## src/include/arm_decode.svh

```systemverilog
`ifndef arm_decode_svh
`define arm_decode_svh

// casez patterns for the instruction classes seen by the memory stage
// cond field [31:28] is ignored

// ldr, str, ldrb, strb
`define decode_ldrstr 32'b????01??????????????????????????

// register offset form with bit 4 set, undefined on arm
// must be matched before decode_ldrstr
`define decode_ldrstr_undefined 32'b????011????????????????????1????

// ldm, stm
`define decode_ldmstm 32'b????100?????????????????????????

`endif

```

## src/source/arm_ls_pkg.sv

```systemverilog
package arm_ls_pkg;

	// ----------------------------------------
	// data and instruction types
	// ----------------------------------------
	typedef logic [31:0] word_t;
	typedef logic [3:0] reg_idx_t;
	typedef logic [31:0] insn_t;

	// ----------------------------------------
	// single data transfer field positions
	// ----------------------------------------
	// load when set, store when clear
	localparam int bit_l = 20;
	// write the offset address back to rn
	localparam int bit_w = 21;
	localparam int bit_b = 22;
	// up: base + offset, down: base - offset
	localparam int bit_u = 23;
	// pre-index when set, post-index when clear
	localparam int bit_p = 24;

	localparam int rn_lsb = 16;
	localparam int rd_lsb = 12;

	// memory stage sequencing
	typedef enum logic [1:0] {
		idle,
		wait_bus,
		base_wb
	} ls_state_t;

endpackage

```

## src/source/mem_stage.sv

```systemverilog
`timescale 1ns/1ns

`include "arm_decode.svh"

module mem_stage import arm_ls_pkg::*; (
	input  logic       clk,
	input  logic       rst,
	input  word_t      pc,
	input  insn_t      insn,
	input  word_t      base,
	input  word_t      offset,
	input  logic       rw_wait,
	input  word_t      rd_data,
	input  word_t      st_data,
	output word_t      busaddr,
	output logic       rd_req,
	output logic       wr_req,
	output word_t      wr_data,
	output logic [3:0] wr_be,
	output reg_idx_t   st_read,
	output logic       writeback,
	output reg_idx_t   regsel,
	output word_t      regdata,
	output word_t      outpc,
	output logic       outstall,
	output logic       outbubble
);

	ls_state_t state, state_nxt;

	logic is_ls, is_load, is_byte, base_upd;
	logic active, done, base_done;
	logic wb_nxt;
	reg_idx_t rn, rd, sel_nxt;
	word_t off_addr, xfer_addr, load_data, data_nxt;
	logic [63:0] rot_pair;

	// ----------------------------------------
	// decode
	// ----------------------------------------
	always_comb begin
		is_ls = 1'b0;
		casez (insn)
			`decode_ldrstr_undefined: is_ls = 1'b0;
			`decode_ldrstr: is_ls = 1'b1;
			// block transfers pass through as a no-op
			`decode_ldmstm: is_ls = 1'b0;
			default: is_ls = 1'b0;
		endcase
	end

	assign is_load = insn[bit_l];
	assign is_byte = insn[bit_b];
	// post-indexed forms always update the base
	assign base_upd = insn[bit_w] | ~insn[bit_p];
	assign rn = insn[rn_lsb +: 4];
	assign rd = insn[rd_lsb +: 4];

	// ----------------------------------------
	// address generation and bus
	// ----------------------------------------
	assign off_addr = insn[bit_u] ? base + offset : base - offset;
	assign xfer_addr = insn[bit_p] ? off_addr : base;
	assign busaddr = {xfer_addr[31:2], 2'b00};

	// no new request while the base update is pending or just written
	assign active = is_ls & (state != base_wb) & ~base_done;
	assign rd_req = active & is_load;
	assign wr_req = active & ~is_load;
	assign done = active & ~rw_wait;

	assign st_read = rd;
	assign wr_data = is_byte ? {4{st_data[7:0]}} : st_data;
	assign wr_be = is_byte ? 4'b0001 << xfer_addr[1:0] : 4'b1111;

	// rotate right by whole bytes, then trim for ldrb
	assign rot_pair = {rd_data, rd_data} >> {xfer_addr[1:0], 3'b000};
	assign load_data = is_byte ? {24'h0, rot_pair[7:0]} : rot_pair[31:0];

	assign outstall = rw_wait | (state == base_wb) | (done & is_load & base_upd);

	// ----------------------------------------
	// sequencing and writeback
	// ----------------------------------------
	always_comb begin
		state_nxt = state;
		case (state)
			idle, wait_bus: begin
				if (done)
					state_nxt = (is_load & base_upd) ? base_wb : idle;
				else if (active)
					state_nxt = wait_bus;
				else
					state_nxt = idle;
			end
			base_wb: state_nxt = idle;
			default: state_nxt = idle;
		endcase
	end

	always_comb begin
		wb_nxt = 1'b0;
		sel_nxt = rd;
		data_nxt = load_data;
		if (state == base_wb) begin
			wb_nxt = 1'b1;
			sel_nxt = rn;
			data_nxt = off_addr;
		end else if (done & is_load) begin
			wb_nxt = 1'b1;
		end else if (done & base_upd) begin
			// store with base update goes out right away
			wb_nxt = 1'b1;
			sel_nxt = rn;
			data_nxt = off_addr;
		end
	end

	always_ff @(posedge clk) begin
		if (rst) begin
			state <= idle;
			writeback <= 1'b0;
			outbubble <= 1'b0;
			base_done <= 1'b0;
		end else begin
			state <= state_nxt;
			writeback <= wb_nxt;
			outbubble <= rw_wait;
			base_done <= (state == base_wb);
		end
	end

	always_ff @(posedge clk) begin
		outpc <= pc;
		regsel <= sel_nxt;
		regdata <= data_nxt;
	end

endmodule

```

## config.mk

```make
export PLATFORM = sky130hd
export DESIGN_NAME = mem_stage
export DESIGN_NICKNAME = d
export VERILOG_FILES = /design/src/source/arm_ls_pkg.sv /design/src/source/mem_stage.sv
export VERILOG_INCLUDE_DIRS = /design/src /design/src/include
export SDC_FILE = /design/constraint.sdc
export NUM_CORES = 1
export LEC_CHECK = 0
export ABC_AREA = 1
export BUFFER_PORTS_ARGS = -buffer_cell sky130_fd_sc_hd__buf_2
export CAP_MARGIN = 10
export CORE_AREA = 2 2 131 133
export DETAILED_ROUTE_END_ITERATION = 10
export DIE_AREA = 0 0 133 135
export HOLD_SLACK_MARGIN = 0.15
export PLACE_DENSITY_LB_ADDON = 0.3
export SETUP_SLACK_MARGIN = 0.05
export SYNTH_ARGS = -nofsm -noshare
export SYNTH_HDL_FRONTEND = slang
export SYNTH_SLANG_ARGS = --single-unit
```

## constraint.sdc

```tcl
create_clock -name clk -period 3.1 [get_ports clk]
set_input_delay 0.31 -clock clk [delete_from_list [all_inputs] [get_ports clk]]
set_output_delay 0.31 -clock clk [all_outputs]
set_load 0.02 [all_outputs]
```

==> results_dict.tcl, run 1 <==
set metrics [dict create \
    grt_pass1_vias 8785 \
    synth-simple-area-share 0.428 \
    crit_path_frequent_cell "nand2_1" \
    synthArstFlopShare 0 \
    place.gp.congestion 0.973 \
    cts_buffer_depth 2 \
    fmax_mhz 315 \
    grt_max_degree 49 \
    worstSetupEndpointType "output pin" \
    core_sq_um 16400 \
    slew_viol_final 0 \
    status "finished with violations" \
    cts_buffers 9 \
    synth_top_family_by_area "simple AND/OR/NAND/NOR gates" \
    syn-instance-count 1184 \
    arrival_ns 2.86 \
    grt_usage 0.316 \
    syn_to_final_growth_pct 79.0 \
    synth_edf_count 0 \
    worst_ir_drop_vdd_mv 0.434 \
    yosys.cell_types.count 38 \
    clk_pin_slew_worst_paths_ns 0.07 \
    drtPass1Iterations 6 \
    max_stage_delay_ns 0.28 \
    rows 47 \
    setup_viol 8 \
    violations "negative setup slack" \
    worst_slack_ns -0.0709 \
    grtUsageMet1 0.379 \
    synth_compound_area_frac 0.108 \
    globalRoute.busiestLayer "met2" \
    crit_required_ns 2.79 \
    dieHeight_microns 135 \
    ant_nets 0 \
    skew_ns 0.00532 \
    leakage_nw 6.50 \
    final_nets 1931 \
    clock-sinks 73 \
    htree_levels 3 \
    grt_use_met3 0.0375 \
    drc 0 \
    holdPathStages 3 \
    yosys_warnings 0 \
    clock-root-buffer "clkbuf_16" \
    cts_tree "yes" \
    whs_ns 0.166 \
    synth_fa_ha_area_frac 0.0714 \
    hold_viol_final 0 \
    cp_max_fo 4 \
    crit_buf_inv 7 \
    path_depth 20 \
    initial_utilization 0.412 \
    slew_headroom 0.387 \
    startpoint_type "input pin" \
    use_met2 0.582 \
    crit_chain "buf_8 -> inv_6 -> nand4_1 -> nor2_4 -> nand4_1 -> nand2_1 -> xnor2_2 -> ha_4 -> nand2_2 -> inv_1 -> buf_4 -> nand2_1 -> inv_1 -> buf_4 -> nand2_1 -> nand2_1 -> nand2_1 -> nand3_1 -> nand2_2 -> buf_6" \
    antenna_found_initial 3 \
    synth_area_per_cell_sq_um 5.71 \
    path_class "in -> out" \
    min-delay-start "insn[17]" \
    synth_seq_area_share 0.216 \
    via_per_inst 5.06 \
    dp_hpwl_mm 23.8 \
    crit_start "offset[2]" \
    drtIter0Drc 753 \
    ys_seq_elements 73 \
    crit_slowest_cell "ha_4" \
    fin_crit_sh 1.02 \
    timing.rr.start "state[1]$_SDFF_PP0_" \
    reg2reg_depth 8 \
    synth-xor-area-share 0.0492 \
    synth.area.mux_share 0 \
    hp-class "in -> reg" \
    overflow 0 \
    p_per_area_nw_per_um2 406 \
    dp_slack_ns -0.401 \
    grt_first_pass_wirelength_mm 44.7 \
    io-pin-count 340 \
    drv_cap 0 \
    wl_mm 31.6 \
    drive_above_1_share 0.472 \
    wire_per_inst_microns 16.4 \
    io_buffer_count 322 \
    vias 9746 \
    cp_top_family "simple AND/OR/NAND/NOR gates" \
    worst_slew_pin_slew_ns 0.919 \
    syn_area_sq_um 6760 \
    clk_latency_ns 0.34 \
    fp.dieW_microns 133 \
    dieArea_sq_um 18000 \
    fin_crit_ns 3.17 \
    rsz0062_at_grt "yes" \
    final_util 0.738 \
    tns_ns -0.292 \
    synthFlopType "dfxtp_1" \
]
[logic make-up (layout without fill, tap and decap cells)]
kind of cell / count (synthesis) / after routing
buffers and inverters: 193 / 711
xor gates and xnor gates: 38 / 38
DFF: 73 / 73
and+or+nand+nor: 714 / 714
AOI/OAI and AO/OA: 127 / 127
adders and majority gates: 38 / 38
other: 1 / 5
[registers in the layout, summed over array words and instances (netlist names)]
name,cells
outpc,32
regdata,32
regsel,4
state,2
base_done,1
outbubble,1
writeback,1
[layout make-up]
type,count,area [sq um]
repair buffers,552,3690
fillers,1292,4300
inverters,143,564
multi-input cells,919,5800
well taps,220,275
clock buffers,9,225
clock inverters,7,83.8
diodes,3,7.51
flip-flops and latches,73,1460
[synth_stat cells, types with 3 or more instances]
cell type,number,share of area
o2111ai_1,14,0.018
buf_4,17,0.019
nor3_1,8,0.0059
nand2_1,491,0.27
ha_1,37,0.068
nand3b_1,11,0.012
xor2_1,21,0.027
o22ai_1,4,0.0037
o211ai_1,3,0.0033
or2_2,3,0.0028
a21oi_1,34,0.025
nor2_1,101,0.056
buf_6,7,0.012
xnor2_1,17,0.022
nand3_1,83,0.061
buf_2,13,0.0096
inv_1,141,0.078
clkbuf_1,10,0.0055
nand4_1,10,0.0092
o21ai_0,43,0.032
o21ai_1,20,0.015
buf_1,3,0.0017
dfxtp_1,73,0.22
[repair_timing]
item / 4_1_cts / 5_1_grt
hold buffers: 32 / 0
endpoints found under the hold margin: 32 / 0
setup buffers: 19 / 16
pin swaps: 81 / 126
setup endpoints to repair: 25 / 27
gates resized for setup: 192 / 228
[worst paths after layout]
kind	endpoint	slack, ns
max	busaddr[16]	-0.07
min	regsel[1]$_DFF_P_	0.17
max reg2reg	regdata[11]$_DFF_P_	1.07
min reg2reg	state[1]$_SDFF_PP0_	0.47
[layout by cell type, fill, tap and decap left out, types with 10 or more instances in the layout]
| cell | netlist | routed |
|---|---|---|
| a21oi_2 | 0 | 24 |
| xnor2_2 | 0 | 10 |
| nand3_1 | 83 | 64 |
| o21ai_0 | 43 | 35 |
| buf_6 | 7 | 32 |
| nor2_2 | 1 | 26 |
| o21ai_1 | 20 | 25 |
| dfxtp_1 | 73 | 73 |
| xor2_1 | 21 | 15 |
| nand3b_1 | 11 | 11 |
| ha_1 | 37 | 17 |
| nand3_2 | 0 | 15 |
| inv_1 | 141 | 119 |
| inv_2 | 2 | 17 |
| nand2_4 | 0 | 17 |
| o2111ai_1 | 14 | 14 |
| buf_2 | 13 | 291 |
| ha_4 | 0 | 20 |
| dlygate4sd3_1 | 0 | 32 |
| nand4_1 | 10 | 10 |
| nand2_1 | 491 | 402 |
| buf_4 | 17 | 190 |
| nand2_2 | 1 | 73 |
| nor2_4 | 0 | 23 |
| nor2_1 | 101 | 53 |
[worst register-to-register path: cells and delay by family, from the launching register on]
| kind | cells | cell delay [ns] |
|---|---|---|
| compound gates | 1 | 0.28 |
| simple gates | 6 | 0.90 |
| flops | 1 | 0.36 |
| buf+inv | 1 | 0.41 |
[power breakdown]
part	internal (mW)	switching, mW
sequential	1.03	0.0205
clock	0.638	0.429
combinational	1.22	1.58
total	2.89	2.03
[routing by layer]
| layer | up-vias | wire length (microns) |
|---|---|---|
| met5 | - | 0 |
| met4 | 0 | 1130 |
| met3 | 86 | 1990 |
| met2 | 448 | 15900 |
| met1 | 4456 | 12600 |
| li1 | 4756 | - |
[metrics by stage]
| stage | instances | power (mW) | area [sq um] |
|---|---|---|---|
| floorplan | 1185 | 2.26 | 6770 |
| global placement | 1840 | 3.20 | 9570 |
| detailed placement | 1840 | 3.21 | 9570 |
| CTS | 1907 | 4.57 | 11000 |
| global route | 1926 | 5.16 | 12100 |
| finish | 1926 | 4.92 | 12100 |
(Power assumes the default switching activity.)
==> inputs of run 2 (changes only) <==
--- a/config.mk
+++ b/config.mk
@@ -13,7 +13,7 @@
 export DETAILED_ROUTE_END_ITERATION = 10
 export DIE_AREA = 0 0 133 135
 export HOLD_SLACK_MARGIN = 0.15
-export PLACE_DENSITY_LB_ADDON = 0.3
+export PLACE_DENSITY_LB_ADDON = 0.25
 export SETUP_SLACK_MARGIN = 0.05
 export SYNTH_ARGS = -nofsm -noshare
 export SYNTH_HDL_FRONTEND = slang
==> results_dict.tcl, run 2 (synthesized netlist as in run 1, its figures left out) <==
set metrics [dict create \
    rsz0062_at_grt "yes" \
    worst_slew_pin_slew_ns 0.865 \
    final_nets 1934 \
    setup_viol 17 \
    place.gp.congestion 0.939 \
    dieHeight_microns 135 \
    power_mw 4.80 \
    cp_max_fo 4 \
    crit_path_frequent_cell "nand2_2" \
    clock-root-buffer "clkbuf_16" \
    fin_crit_ns 3.25 \
    drive_above_1_share 0.451 \
    htree_levels 3 \
    drc 0 \
    antenna_found_initial 1 \
    status "finished with violations" \
    drtIter0Drc 837 \
    clock-sinks 73 \
    via_per_inst 4.91 \
    fmax_mhz 308 \
    syn_to_final_growth_pct 72.8 \
    min-delay-start "insn[18]" \
    cts_tree "yes" \
    max_stage_delay_ns 0.35 \
    drv_cap 0 \
    violations "negative setup slack" \
    cts_buffers 9 \
    grt_usage 0.307 \
    worst_ir_drop_vdd_mv 0.327 \
    overflow 0 \
    final_util 0.712 \
    slew_viol_final 0 \
    ant_nets 0 \
    rows 47 \
    path_class "in -> out" \
    biggestRegsByFlops "outpc (32), regdata (32), regsel (4)" \
    wire_per_inst_microns 15.6 \
    worst_slack_ns -0.150 \
    core_sq_um 16400 \
    arrival_ns 2.94 \
    crit_chain "buf_8 -> clkinv_4 -> buf_4 -> nand3_4 -> buf_6 -> nor2_4 -> nand2_1 -> nand2_1 -> buf_4 -> xnor2_1 -> ha_1 -> nand2_1 -> inv_1 -> nand2_2 -> nand2_2 -> nand2_2 -> nand2_2 -> a21oi_2 -> nand2_1 -> nand2_2 -> nand3_2 -> nand2_2 -> buf_6" \
    io-pin-count 340 \
    initial_utilization 0.412 \
    drtPass1Iterations 7 \
    crit_required_ns 2.79 \
    io_buffer_count 322 \
    wl_mm 30.0 \
    grt_max_degree 49 \
    timing.rr.start "state[1]$_SDFF_PP0_" \
    hp-class "in -> reg" \
    p_per_area_nw_per_um2 411 \
    vias 9453 \
    fp.dieW_microns 133 \
    grt_first_pass_wirelength_mm 43.4 \
    crit_buf_inv 7 \
    worstSetupEndpointType "output pin" \
    hold_viol_final 0 \
    startpoint_type "input pin" \
    antennaDiodeCount 0 \
    skew_ns 0.00912 \
    cp_top_family "simple AND/OR/NAND/NOR gates" \
    clk_latency_ns 0.34 \
    dieArea_sq_um 18000 \
    leakage_nw 6.41 \
    grt_pass1_vias 8514 \
    crit_start "offset[2]" \
    slew_headroom 0.422 \
    crit_slowest_cell "ha_1" \
    cts_buffer_depth 2 \
    final_common_cell "nand2_1" \
    fin_crit_sh 1.05 \
    clk_pin_slew_worst_paths_ns 0.06 \
    whs_ns 0.158 \
    dp_hpwl_mm 23.3 \
    final_cell_mix "407 x nand2_1, 292 x buf_2, 198 x buf_4" \
]
## run 2: cell count changes in the layout (fill, tap and decap cells not counted), sizes merged
cell    previous run  this run
clkinv             2         3
inv              146       145
buf              520       523
diode              3         0
## run 2: worst reg2reg max path: stages, from the launching register on
cell	delay, ns
dfxtp_1	0.38
nand2_2	0.11
nand4_2	0.14
nor2_2	0.06
nand3_1	0.06
nand2_1	0.07
inv_2	0.42
nand2_1	0.42
o21ai_0	0.32
## run 2: where the power goes
| part | total [mW] | internal, mW | switching, mW | leakage, nW |
|---|---|---|---|---|
| Combinational | 2.67 | 1.16 | 1.51 | 5.64 |
| Clock | 1.08 | 0.641 | 0.434 | 0.150 |
| Sequential | 1.05 | 1.03 | 0.0215 | 0.612 |
| Total | 4.80 | 2.83 | 1.97 | 6.41 |
## run 2: cell type report
class / instances / area [sq um]
inverters: 143 / 564
multi-input cells: 919 / 5410
fillers: 1327 / 4720
well taps: 220 / 275
repair buffers: 555 / 3670
flip-flops and latches: 73 / 1460
clock buffers: 9 / 225
clock inverters: 7 / 86.3
## run 2: layer usage
layer | share of wire | wire [microns] | vias to the layer above | track usage
li1 | - | - | 4769 | -
met1 | 0.40 | 12100 | 4251 | 0.373
met2 | 0.51 | 15200 | 375 | 0.557
met3 | 0.062 | 1860 | 56 | 0.0495
met4 | 0.028 | 850 | 2 | 0.0944
met5 | 0.00043 | 13 | - | 0
## run 2: final timing paths
| path | to | slack [ns] | depth (start not counted) |
|---|---|---|---|
| worst max register to register | regdata[13]$_DFF_P_ | 1.03 | 8 |
| worst min register to register | state[0]$_SDFF_PP0_ | 0.50 | 1 |
| worst min-delay path | regsel[2]$_DFF_P_ | 0.16 | 3 |
| worst max-delay path | busaddr[29] | -0.15 | 23 |
## run 2: what timing repair did
action	in CTS	in global routing
buffers inserted	25	21
hold endpoints to repair	32	0
resized for setup	142	199
pin swaps	62	99
gates cloned	0	0
hold buffers	32	0
endpoints found under the setup margin	23	28
## run 2: per-stage QoR
| step | instance area, sq um | setup WS (ns) | instances | setup TNS [ns] |
|---|---|---|---|---|
| 3_5_place_dp | 9540 | -0.336 | 1837 | -6.58 |
| 6_report | 11700 | -0.150 | 1926 | -1.19 |
| 2_1_floorplan | 6770 | 0.248 | 1185 | 0 |
| 4_1_cts | 10900 | -0.0966 | 1910 | -0.959 |
| 3_3_place_gp | 9540 | -0.293 | 1837 | -4.39 |
| 5_1_grt | 11700 | -0.294 | 1926 | -4.33 |
